--- src/design/cache_pkg.sv ---
package cache_pkg;

    // data and address width
    localparam int unsigned xlen = 32;
    // set index width
    localparam int unsigned set_bits = 4;
    // byte offset inside a word
    localparam int unsigned offset_bits = 2;
    // whatever is left of the address above index and offset
    localparam int unsigned tag_bits = xlen - set_bits - offset_bits;
    localparam int unsigned num_sets = 2 ** set_bits;

    typedef logic [xlen-1:0] xlen_t;

    // address split as the cache sees it, tag in the upper bits
    typedef struct packed {
        logic [tag_bits-1:0]    tag;
        logic [set_bits-1:0]    index;
        logic [offset_bits-1:0] offset;
    } addr_fields_t;

    // same 32 bits, either as a plain word or as tag/index/offset
    typedef union packed {
        xlen_t        word;
        addr_fields_t fields;
    } cache_addr_u;

    typedef struct packed {
        logic                valid;
        logic                dirty;
        logic [tag_bits-1:0] tag;
        xlen_t               data;
    } cache_line_t;

    // lookup result from the line store, all of it for the current index
    typedef struct packed {
        logic                hit;
        logic                hit_way;
        xlen_t               hit_data;
        logic                victim_way;
        logic                victim_valid;
        logic                victim_dirty;
        logic [tag_bits-1:0] victim_tag;
        xlen_t               victim_data;
    } lookup_t;

    // one word-wide request toward main memory
    typedef struct packed {
        logic  valid;
        logic  write;
        xlen_t addr;
        xlen_t wdata;
    } mem_req_t;

endpackage

--- src/design/cache_line_store.sv ---
`timescale 1ns/10ps

module cache_line_store (
    input  logic                   clk_i,
    input  logic                   rst_i,
    input  cache_pkg::cache_addr_u lookup_addr_i,
    input  logic                   touch_i,
    input  logic                   write_hit_i,
    input  cache_pkg::xlen_t       wdata_i,
    input  logic                   fill_i,
    input  cache_pkg::xlen_t       fill_data_i,
    input  logic                   fill_dirty_i,
    output cache_pkg::lookup_t     lookup_o
);

    // storage is indexed [way][set]
    logic                           valid_q  [2][cache_pkg::num_sets];
    logic                           dirty_q  [2][cache_pkg::num_sets];
    logic [cache_pkg::tag_bits-1:0] tag_mem  [2][cache_pkg::num_sets];
    cache_pkg::xlen_t               data_mem [2][cache_pkg::num_sets];

    // one bit per set, names the way used last
    logic [cache_pkg::num_sets-1:0] lru_q;

    logic [cache_pkg::set_bits-1:0] idx;
    logic [cache_pkg::tag_bits-1:0] tag;
    cache_pkg::cache_line_t         line [2];
    logic [1:0]                     way_hit;
    logic                           victim_way;

    assign idx = lookup_addr_i.fields.index;
    assign tag = lookup_addr_i.fields.tag;

    // both ways of the addressed set, compared against the request tag
    always_comb begin
        for (int w = 0; w < 2; w++) begin
            line[w].valid = valid_q[w][idx];
            line[w].dirty = dirty_q[w][idx];
            line[w].tag   = tag_mem[w][idx];
            line[w].data  = data_mem[w][idx];
            way_hit[w]    = line[w].valid && (line[w].tag == tag);
        end
    end

    // an empty way is taken first, otherwise the one not used last
    always_comb begin
        if (!line[0].valid) begin
            victim_way = 1'b0;
        end else if (!line[1].valid) begin
            victim_way = 1'b1;
        end else begin
            victim_way = ~lru_q[idx];
        end
    end

    always_comb begin
        lookup_o.hit          = |way_hit;
        lookup_o.hit_way      = way_hit[1];
        lookup_o.hit_data     = line[way_hit[1]].data;
        lookup_o.victim_way   = victim_way;
        lookup_o.victim_valid = line[victim_way].valid;
        lookup_o.victim_dirty = line[victim_way].dirty;
        lookup_o.victim_tag   = line[victim_way].tag;
        lookup_o.victim_data  = line[victim_way].data;
    end

    always_ff @(posedge clk_i) begin
        if (rst_i) begin
            lru_q <= '0;
            for (int w = 0; w < 2; w++) begin
                for (int s = 0; s < cache_pkg::num_sets; s++) begin
                    valid_q[w][s] <= 1'b0;
                    dirty_q[w][s] <= 1'b0;
                end
            end
        end else begin
            if (touch_i) begin
                lru_q[idx] <= lookup_o.hit_way;
            end
            if (write_hit_i) begin
                dirty_q[lookup_o.hit_way][idx] <= 1'b1;
                lru_q[idx]                     <= lookup_o.hit_way;
            end
            // the filled way becomes most recently used
            if (fill_i) begin
                valid_q[lookup_o.victim_way][idx] <= 1'b1;
                dirty_q[lookup_o.victim_way][idx] <= fill_dirty_i;
                lru_q[idx]                        <= lookup_o.victim_way;
            end
        end
    end

    always_ff @(posedge clk_i) begin
        if (write_hit_i) begin
            data_mem[lookup_o.hit_way][idx] <= wdata_i;
        end
        if (fill_i) begin
            tag_mem[lookup_o.victim_way][idx]  <= tag;
            data_mem[lookup_o.victim_way][idx] <= fill_data_i;
        end
    end

    // fills only happen after a miss, so one tag never lives in both ways
    a_single_hit: assert property (
        @(posedge clk_i) disable iff (rst_i)
        !(way_hit[0] && way_hit[1])
    );

    // the controller issues at most one update command per cycle
    a_fill_vs_write: assert property (
        @(posedge clk_i) disable iff (rst_i)
        !(fill_i && write_hit_i)
    );

endmodule

--- src/design/cache_ctrl.sv ---
`timescale 1ns/10ps

module cache_ctrl (
    input  logic                   clk_i,
    input  logic                   rst_i,
    // requester side
    input  logic                   read_i,
    input  logic                   write_i,
    input  cache_pkg::xlen_t       address_i,
    input  cache_pkg::xlen_t       writedata_i,
    output logic                   busy_o,
    output logic                   stb_o,
    output cache_pkg::xlen_t       readdata_o,
    // line store side
    input  cache_pkg::lookup_t     lookup_i,
    output cache_pkg::cache_addr_u lookup_addr_o,
    output logic                   touch_o,
    output logic                   write_hit_o,
    output cache_pkg::xlen_t       wdata_o,
    output logic                   fill_o,
    output cache_pkg::xlen_t       fill_data_o,
    output logic                   fill_dirty_o,
    // main memory side
    output cache_pkg::mem_req_t    mem_req_o,
    input  cache_pkg::xlen_t       mem_rdata_i,
    input  logic                   mem_ack_i
);

    typedef enum logic [2:0] {
        IDLE,
        LOOKUP,
        WRITEBACK,
        FILL,
        INSTALL,
        DONE
    } state_t;

    state_t                 state_q;
    cache_pkg::mem_req_t    mem_req_q;
    cache_pkg::cache_addr_u req_addr_q;
    // write data on a write, the word returned by memory on a read miss
    cache_pkg::xlen_t       data_q;
    cache_pkg::xlen_t       readdata_q;
    logic                   req_write_q;

    logic                   accept;
    logic                   mem_done;
    cache_pkg::cache_addr_u wb_addr;

    // new requests are taken in IDLE and also in the strobe cycle
    assign accept   = ((state_q == IDLE) || (state_q == DONE)) && (read_i || write_i);
    assign mem_done = mem_req_q.valid && mem_ack_i;

    // victim address is its stored tag under the current index
    always_comb begin
        wb_addr.fields.tag    = lookup_i.victim_tag;
        wb_addr.fields.index  = req_addr_q.fields.index;
        wb_addr.fields.offset = '0;
    end

    always_ff @(posedge clk_i) begin
        if (rst_i) begin
            state_q   <= IDLE;
            mem_req_q <= '0;
        end else begin
            case (state_q)
                IDLE, DONE: begin
                    if (accept) begin
                        state_q <= LOOKUP;
                    end else begin
                        state_q <= IDLE;
                    end
                end
                LOOKUP: begin
                    if (lookup_i.hit) begin
                        state_q <= DONE;
                    end else if (lookup_i.victim_valid && lookup_i.victim_dirty) begin
                        state_q <= WRITEBACK;
                    end else if (req_write_q) begin
                        // write miss installs directly, no memory read
                        state_q <= INSTALL;
                    end else begin
                        state_q <= FILL;
                    end
                end
                WRITEBACK: begin
                    if (!mem_req_q.valid) begin
                        mem_req_q.valid <= 1'b1;
                        mem_req_q.write <= 1'b1;
                        mem_req_q.addr  <= wb_addr.word;
                        mem_req_q.wdata <= lookup_i.victim_data;
                    end else if (mem_ack_i) begin
                        mem_req_q.valid <= 1'b0;
                        state_q         <= req_write_q ? INSTALL : FILL;
                    end
                end
                FILL: begin
                    if (!mem_req_q.valid) begin
                        mem_req_q.valid <= 1'b1;
                        mem_req_q.write <= 1'b0;
                        mem_req_q.addr  <= req_addr_q.word;
                        mem_req_q.wdata <= '0;
                    end else if (mem_ack_i) begin
                        mem_req_q.valid <= 1'b0;
                        state_q         <= INSTALL;
                    end
                end
                INSTALL: begin
                    state_q <= DONE;
                end
                default: begin
                    state_q <= IDLE;
                end
            endcase
        end
    end

    // request payload and returned data
    always_ff @(posedge clk_i) begin
        if (accept) begin
            req_addr_q.word <= address_i;
            req_write_q     <= !read_i;
            data_q          <= writedata_i;
        end
        if ((state_q == FILL) && mem_done) begin
            data_q <= mem_rdata_i;
        end
        if ((state_q == LOOKUP) && lookup_i.hit) begin
            readdata_q <= req_write_q ? '0 : lookup_i.hit_data;
        end
        if (state_q == INSTALL) begin
            readdata_q <= req_write_q ? '0 : data_q;
        end
    end

    assign busy_o     = (state_q != IDLE) && (state_q != DONE);
    assign stb_o      = (state_q == DONE);
    assign readdata_o = readdata_q;

    assign lookup_addr_o = req_addr_q;
    assign touch_o       = (state_q == LOOKUP) && lookup_i.hit && !req_write_q;
    assign write_hit_o   = (state_q == LOOKUP) && lookup_i.hit && req_write_q;
    assign wdata_o       = data_q;
    assign fill_o        = (state_q == INSTALL);
    assign fill_data_o   = data_q;
    // written words go in dirty, fetched words clean
    assign fill_dirty_o  = req_write_q;

    assign mem_req_o = mem_req_q;

    // memory sees a steady request until it acknowledges
    a_mem_req_stable: assert property (
        @(posedge clk_i) disable iff (rst_i)
        (mem_req_q.valid && !mem_ack_i) |=> $stable(mem_req_q)
    );

    a_stb_single: assert property (
        @(posedge clk_i) disable iff (rst_i)
        stb_o |=> !stb_o
    );

    a_idle_no_req: assert property (
        @(posedge clk_i) disable iff (rst_i)
        (state_q == IDLE) |-> !mem_req_q.valid
    );

endmodule

--- src/design/cache_top.sv ---
`timescale 1ns/10ps

module cache_top (
    input  logic                clk_i,
    input  logic                rst_i,
    // requester
    input  logic                read_i,
    input  logic                write_i,
    input  cache_pkg::xlen_t    address_i,
    input  cache_pkg::xlen_t    writedata_i,
    output logic                busy_o,
    output logic                stb_o,
    output cache_pkg::xlen_t    readdata_o,
    // main memory
    output cache_pkg::mem_req_t mem_req_o,
    input  cache_pkg::xlen_t    mem_rdata_i,
    input  logic                mem_ack_i
);

    cache_pkg::cache_addr_u lookup_addr;
    cache_pkg::lookup_t     lookup;
    logic                   touch;
    logic                   write_hit;
    cache_pkg::xlen_t       wdata;
    logic                   fill;
    cache_pkg::xlen_t       fill_data;
    logic                   fill_dirty;

    cache_ctrl u_ctrl (
        .clk_i         (clk_i),
        .rst_i         (rst_i),
        .read_i        (read_i),
        .write_i       (write_i),
        .address_i     (address_i),
        .writedata_i   (writedata_i),
        .busy_o        (busy_o),
        .stb_o         (stb_o),
        .readdata_o    (readdata_o),
        .lookup_i      (lookup),
        .lookup_addr_o (lookup_addr),
        .touch_o       (touch),
        .write_hit_o   (write_hit),
        .wdata_o       (wdata),
        .fill_o        (fill),
        .fill_data_o   (fill_data),
        .fill_dirty_o  (fill_dirty),
        .mem_req_o     (mem_req_o),
        .mem_rdata_i   (mem_rdata_i),
        .mem_ack_i     (mem_ack_i)
    );

    // tag/data array, steered by the controller commands
    cache_line_store u_store (
        .clk_i         (clk_i),
        .rst_i         (rst_i),
        .lookup_addr_i (lookup_addr),
        .touch_i       (touch),
        .write_hit_i   (write_hit),
        .wdata_i       (wdata),
        .fill_i        (fill),
        .fill_data_i   (fill_data),
        .fill_dirty_i  (fill_dirty),
        .lookup_o      (lookup)
    );

endmodule

--- config.mk ---
export PLATFORM = sky130hd
export DESIGN_NAME = cache_top
export DESIGN_NICKNAME = d
export VERILOG_FILES = /design/src/design/cache_pkg.sv /design/src/design/cache_line_store.sv /design/src/design/cache_ctrl.sv /design/src/design/cache_top.sv
export SDC_FILE = /design/constraint.sdc
export NUM_CORES = 2
export LEC_CHECK = 0
export BUFFER_PORTS_ARGS = -buffer_cell sky130_fd_sc_hd__buf_2
export CORE_MARGIN = 2
export CORE_UTILIZATION = 25
export CTS_BUF_LIST = sky130_fd_sc_hd__clkbuf_8
export DETAILED_ROUTE_END_ITERATION = 16
export PLACE_DENSITY = 0.38
export SLEW_MARGIN = 20
export SYNTH_ARGS = -nofsm -noshare
export SYNTH_HDL_FRONTEND = slang
export SYNTH_SLANG_ARGS = --single-unit
--- constraint.sdc ---
create_clock -name clk_i -period 5.7 [get_ports clk_i]
set_input_delay 1.14 -clock clk_i [delete_from_list [all_inputs] [get_ports clk_i]]
set_output_delay 1.14 -clock clk_i [all_outputs]
set_load 0.01 [all_outputs]
==> results by group <==
Outcome
  – Status: complete, no violations

Critical path
  – WS Path Type: reg2reg
  – R2r endpoint: u_store.data_mem[0][119]
  – Worst r2r src: u_ctrl.lookup_addr_o[3]
  – CP endpoint kind: flop
  – Most used cell, CP: buf_4
  – Register-to-Register Path Depth: 16
  – Slowest Stage Delay on Critical Path: 0.81 ns
  – CP delay by family, top: simple AND/OR/NAND/NOR gates
  – Critical path data required time: 6.41 ns
  – Setup crit start kind: flop
  – CP max FO: 17
  – Crit path DAT: 5.97 ns
  – Slowest CP cell: nor4_1
  – Flop-to-flop setup slack: 0.44 ns
  – Worst path bufs/invs: 7
  – Cells along the critical path: buf_12, buf_12, buf_4, mux4_2, mux2i_1, buf_4, xnor2_1, nor4_1, o2111ai_1, nor4_2, buf_4, nor2b_2, a21oi_4, buf_4, nor2_4, buf_12

Clock tree
  – H-tree Lvls: 5
  – PostCTS Resize Cnt: 0
  – Clk root buf: clkbuf_8
  – Clock sinks: 2102
  – Hold_buf cts: 0
  – Clk Latency, worst-skew pair: 1.04 ns
  – Cts bufs inserted: 372
  – Clock buffer depth: 4
  – Setup Buffers After CTS: 0
  – Worst-path clk slew: 0.06 ns
  – CTS tree: done

Place
  – HPWL after DPL: 187000 um
  – Gpl congestion: 0.848
  – # port buffers: 200

Timing
  – Period minus WS final: 5.26 ns
  – Setup total negative slack: 0 ns
  – Fin. max-slew vios: 0
  – Max transition margin: 25.4%
  – Setup repair after global routing missed its margin: no
  – Final hold violations: 0
  – Hold_ws: 0.290 ns
  – Fmax: 0.190 GHz
  – Fin crit share: 92.2%
  – Setup violations, final: 0
  – Least-Margin Pin Slew: 1.12 ns
  – Skew final: 0.0657 ns

Global routing
  – GRT Util Overall: 16.8%
  – GR Overflow Total: 0
  – Number of global-route vias before repair: 47223
  – Largest net degree at the start of global routing: 94
  – Initial antenna violation count: 15
  – First-pass GRT wire length: 406000 um

Min path
  – Hold Path Class: in2reg
  – Worst hold path startpoint: address_i[5]
  – Hold Path Sink: u_ctrl.lookup_addr_o[5]
  – Hold depth: 1

Detailed routing
  – Via count: 45942
  – Post-route ant nets: 0
  – Drt via density: 4.70
  – DRC violations left: 0
  – Drt initial violations: 4108
  – WL per Instance: 30.4 um
  – Post-Route WL: 297000 um
  – DRT Pass-1 Iters: 5

Floorplanning
  – Die height: 587 um
  – Core area: 337000 um2
  – Die Area: 344000 um2
  – Die X: 587 um
  – FP Rows: 213
  – I/O Pins: 201
  – Initial core utilization: 25.2%

Synth
  – Synthesized flop and latch total: 2102
  – Post-Syn Area: 84900 um2
  – Ranking of synthesized cells by area: edfxtp_1 71%, mux4_2 13%, dfxtp_1 2.0%
  – Dominant cell type by area after synthesis: edfxtp_1
  – Synth async-reset ratio: 0%
  – Warnings, synthesis: 0
  – Register area share after synthesis: 73.4%
  – Cells after Synth: 4328
  – Yosys top cell area share: 71.4%
  – Synth unique cells: 89
  – Post-synth top flop: edfxtp_1
  – Post-Synthesis Net Count: 4429
  – Post-synth EDFFs: 2017
  – Mean post-synth cell area: 19.6 um2

Layout
  – Most frequent cells in the layout: 2017 x edfxtp_1, 506 x mux4_2, 392 x clkbuf_8, 227 x buf_4, 199 x buf_2
  – Final nets: 5040
  – Most common cell after layout, fill and taps aside: edfxtp_1
  – Layout cells sized above 1: 32.6%
  – Fillers: 33345
  – P&R area growth vs syn: 18.8%

Flow run
  – Max-Cap Viols: 0

Power
  – Static leakage: 32.4 nW
  – Worst VDD drop: 0.354 mV
  – Pwr/cell area: 479 nW/um2
report_power, final:
group,leakage [nW],total (mW),switching [mW],internal (mW)
Combinational,9.55,15.3,9.85,5.44
Clock,3.91,13.1,6.48,6.66
Sequential,18.9,19.9,0.785,19.1
Total,32.4,48.3,17.1,31.2
metal layers:
metal	vias up	wire length, um	GRT usage (%)
met1	24853	127000	22.1
li1	19137	-	-
met5	-	38	0
met3	424	14500	2.64
met2	1522	147000	28.6
met4	6	8080	4.65
state kept, by name, summed over array words and instances (netlist names):
signal,cells
u_ctrl.fill_data_o,32
u_ctrl.fill_dirty_o,1
u_ctrl.lookup_addr_o,32
u_ctrl.mem_req_o,66
u_ctrl.readdata_o,32
u_ctrl.state_q,3
u_store.data_mem,1024
u_store.dirty_q,32
u_store.lru_q,16
u_store.tag_mem,832
u_store.valid_q,32
how the worst max path moves through the flow:
stage                            start                        to  slack, ns  cells past startpoint
2_1_floorplan  u_ctrl.lookup_addr_o[3]  u_store.data_mem[0][128]       0.90                     15
3_3_place_gp   u_ctrl.lookup_addr_o[3]  u_store.data_mem[0][119]       0.43                     15
3_5_place_dp   u_ctrl.lookup_addr_o[3]  u_store.data_mem[0][118]       0.49                     15
4_1_cts        u_ctrl.lookup_addr_o[3]  u_store.data_mem[0][113]       0.44                     15
5_1_grt        u_ctrl.lookup_addr_o[3]  u_store.data_mem[0][113]       0.25                     15
6_report       u_ctrl.lookup_addr_o[3]  u_store.data_mem[0][119]       0.44                     16
stage by stage:
step / util (%) / power, mW / worst slack (ns) / cells / instance area [um2]
after floorplan: - / 28.6 / 0.896 / 4328 / 84900
after global routing: 29.9 / 50.3 / 0.255 / 9763 / 101000
after detailed placement: 27.9 / 35.7 / 0.487 / 9077 / 94000
final: 29.9 / 48.3 / 0.443 / 9767 / 101000
after global placement: 27.8 / 35.7 / 0.428 / 9069 / 93800
after CTS: 29.9 / 49.1 / 0.436 / 9742 / 101000
synth_stat cells (all sizes together), types with 5 or more instances:
| library cell | n |
|---|---|
| edfxtp | 2017 |
| mux4 | 506 |
| nor2 | 254 |
| mux2i | 168 |
| nand2 | 163 |
| buf | 144 |
| clkbuf | 133 |
| mux2 | 128 |
| o21ai | 86 |
| dfxtp | 85 |
| a21oi | 76 |
| a22oi | 64 |
| xnor2 | 45 |
| a211oi | 41 |
| nor3 | 35 |
| o22ai | 33 |
| inv | 32 |
| nor2b | 28 |
| and2 | 24 |
| o211ai | 23 |
| a221oi | 22 |
| a21boi | 19 |
| nand3 | 16 |
| a311o | 15 |
| xor2 | 14 |
| o221ai | 13 |
| and3 | 10 |
| a31oi | 9 |
| nand2b | 9 |
| a31o | 8 |
| nor4 | 8 |
| a22o | 7 |
| o31ai | 6 |
| a311oi | 5 |
| and4 | 5 |
| o2111ai | 5 |
| o32ai | 5 |
| or2 | 5 |
worst reg2reg max path, delay by kind of cell, from the launching register on:
| family | cells | cell delay (ns) |
|---|---|---|
| flops | 1 | 0.45 |
| simple gates | 4 | 1.82 |
| compound gates | 2 | 0.38 |
| mux | 2 | 0.71 |
| xor+xnor | 1 | 0.09 |
| buf+inv | 7 | 1.50 |
layout make-up:
| class | count | area (um2) | share of cell area, % |
|---|---|---|---|
| diodes | 22 | 55.1 | 0.0546 |
| clock buffers | 392 | 5400 | 5.35 |
| clock inverters | 273 | 1370 | 1.36 |
| inverters | 36 | 145 | 0.144 |
| multi-input cells | 1913 | 21500 | 21.3 |
| flip-flops and latches | 2102 | 62300 | 61.7 |
| well taps | 4515 | 5650 | 5.60 |
| repair buffers | 514 | 4440 | 4.40 |
cell families (layout without fill, tap and decap cells):
logic type,Yosys count,count (layout),synth area share [%]
flip-flops,2102,2102,73.4
multiplexers,802,802,17.1
AND/OR/NAND/NOR,577,577,3.05
AO/OA/AOI/OAI,475,475,3.91
buffers and inverters,313,1215,1.97
XOR/XNOR,59,59,0.609
other,0,22,0
(Power assumes the default switching activity.)
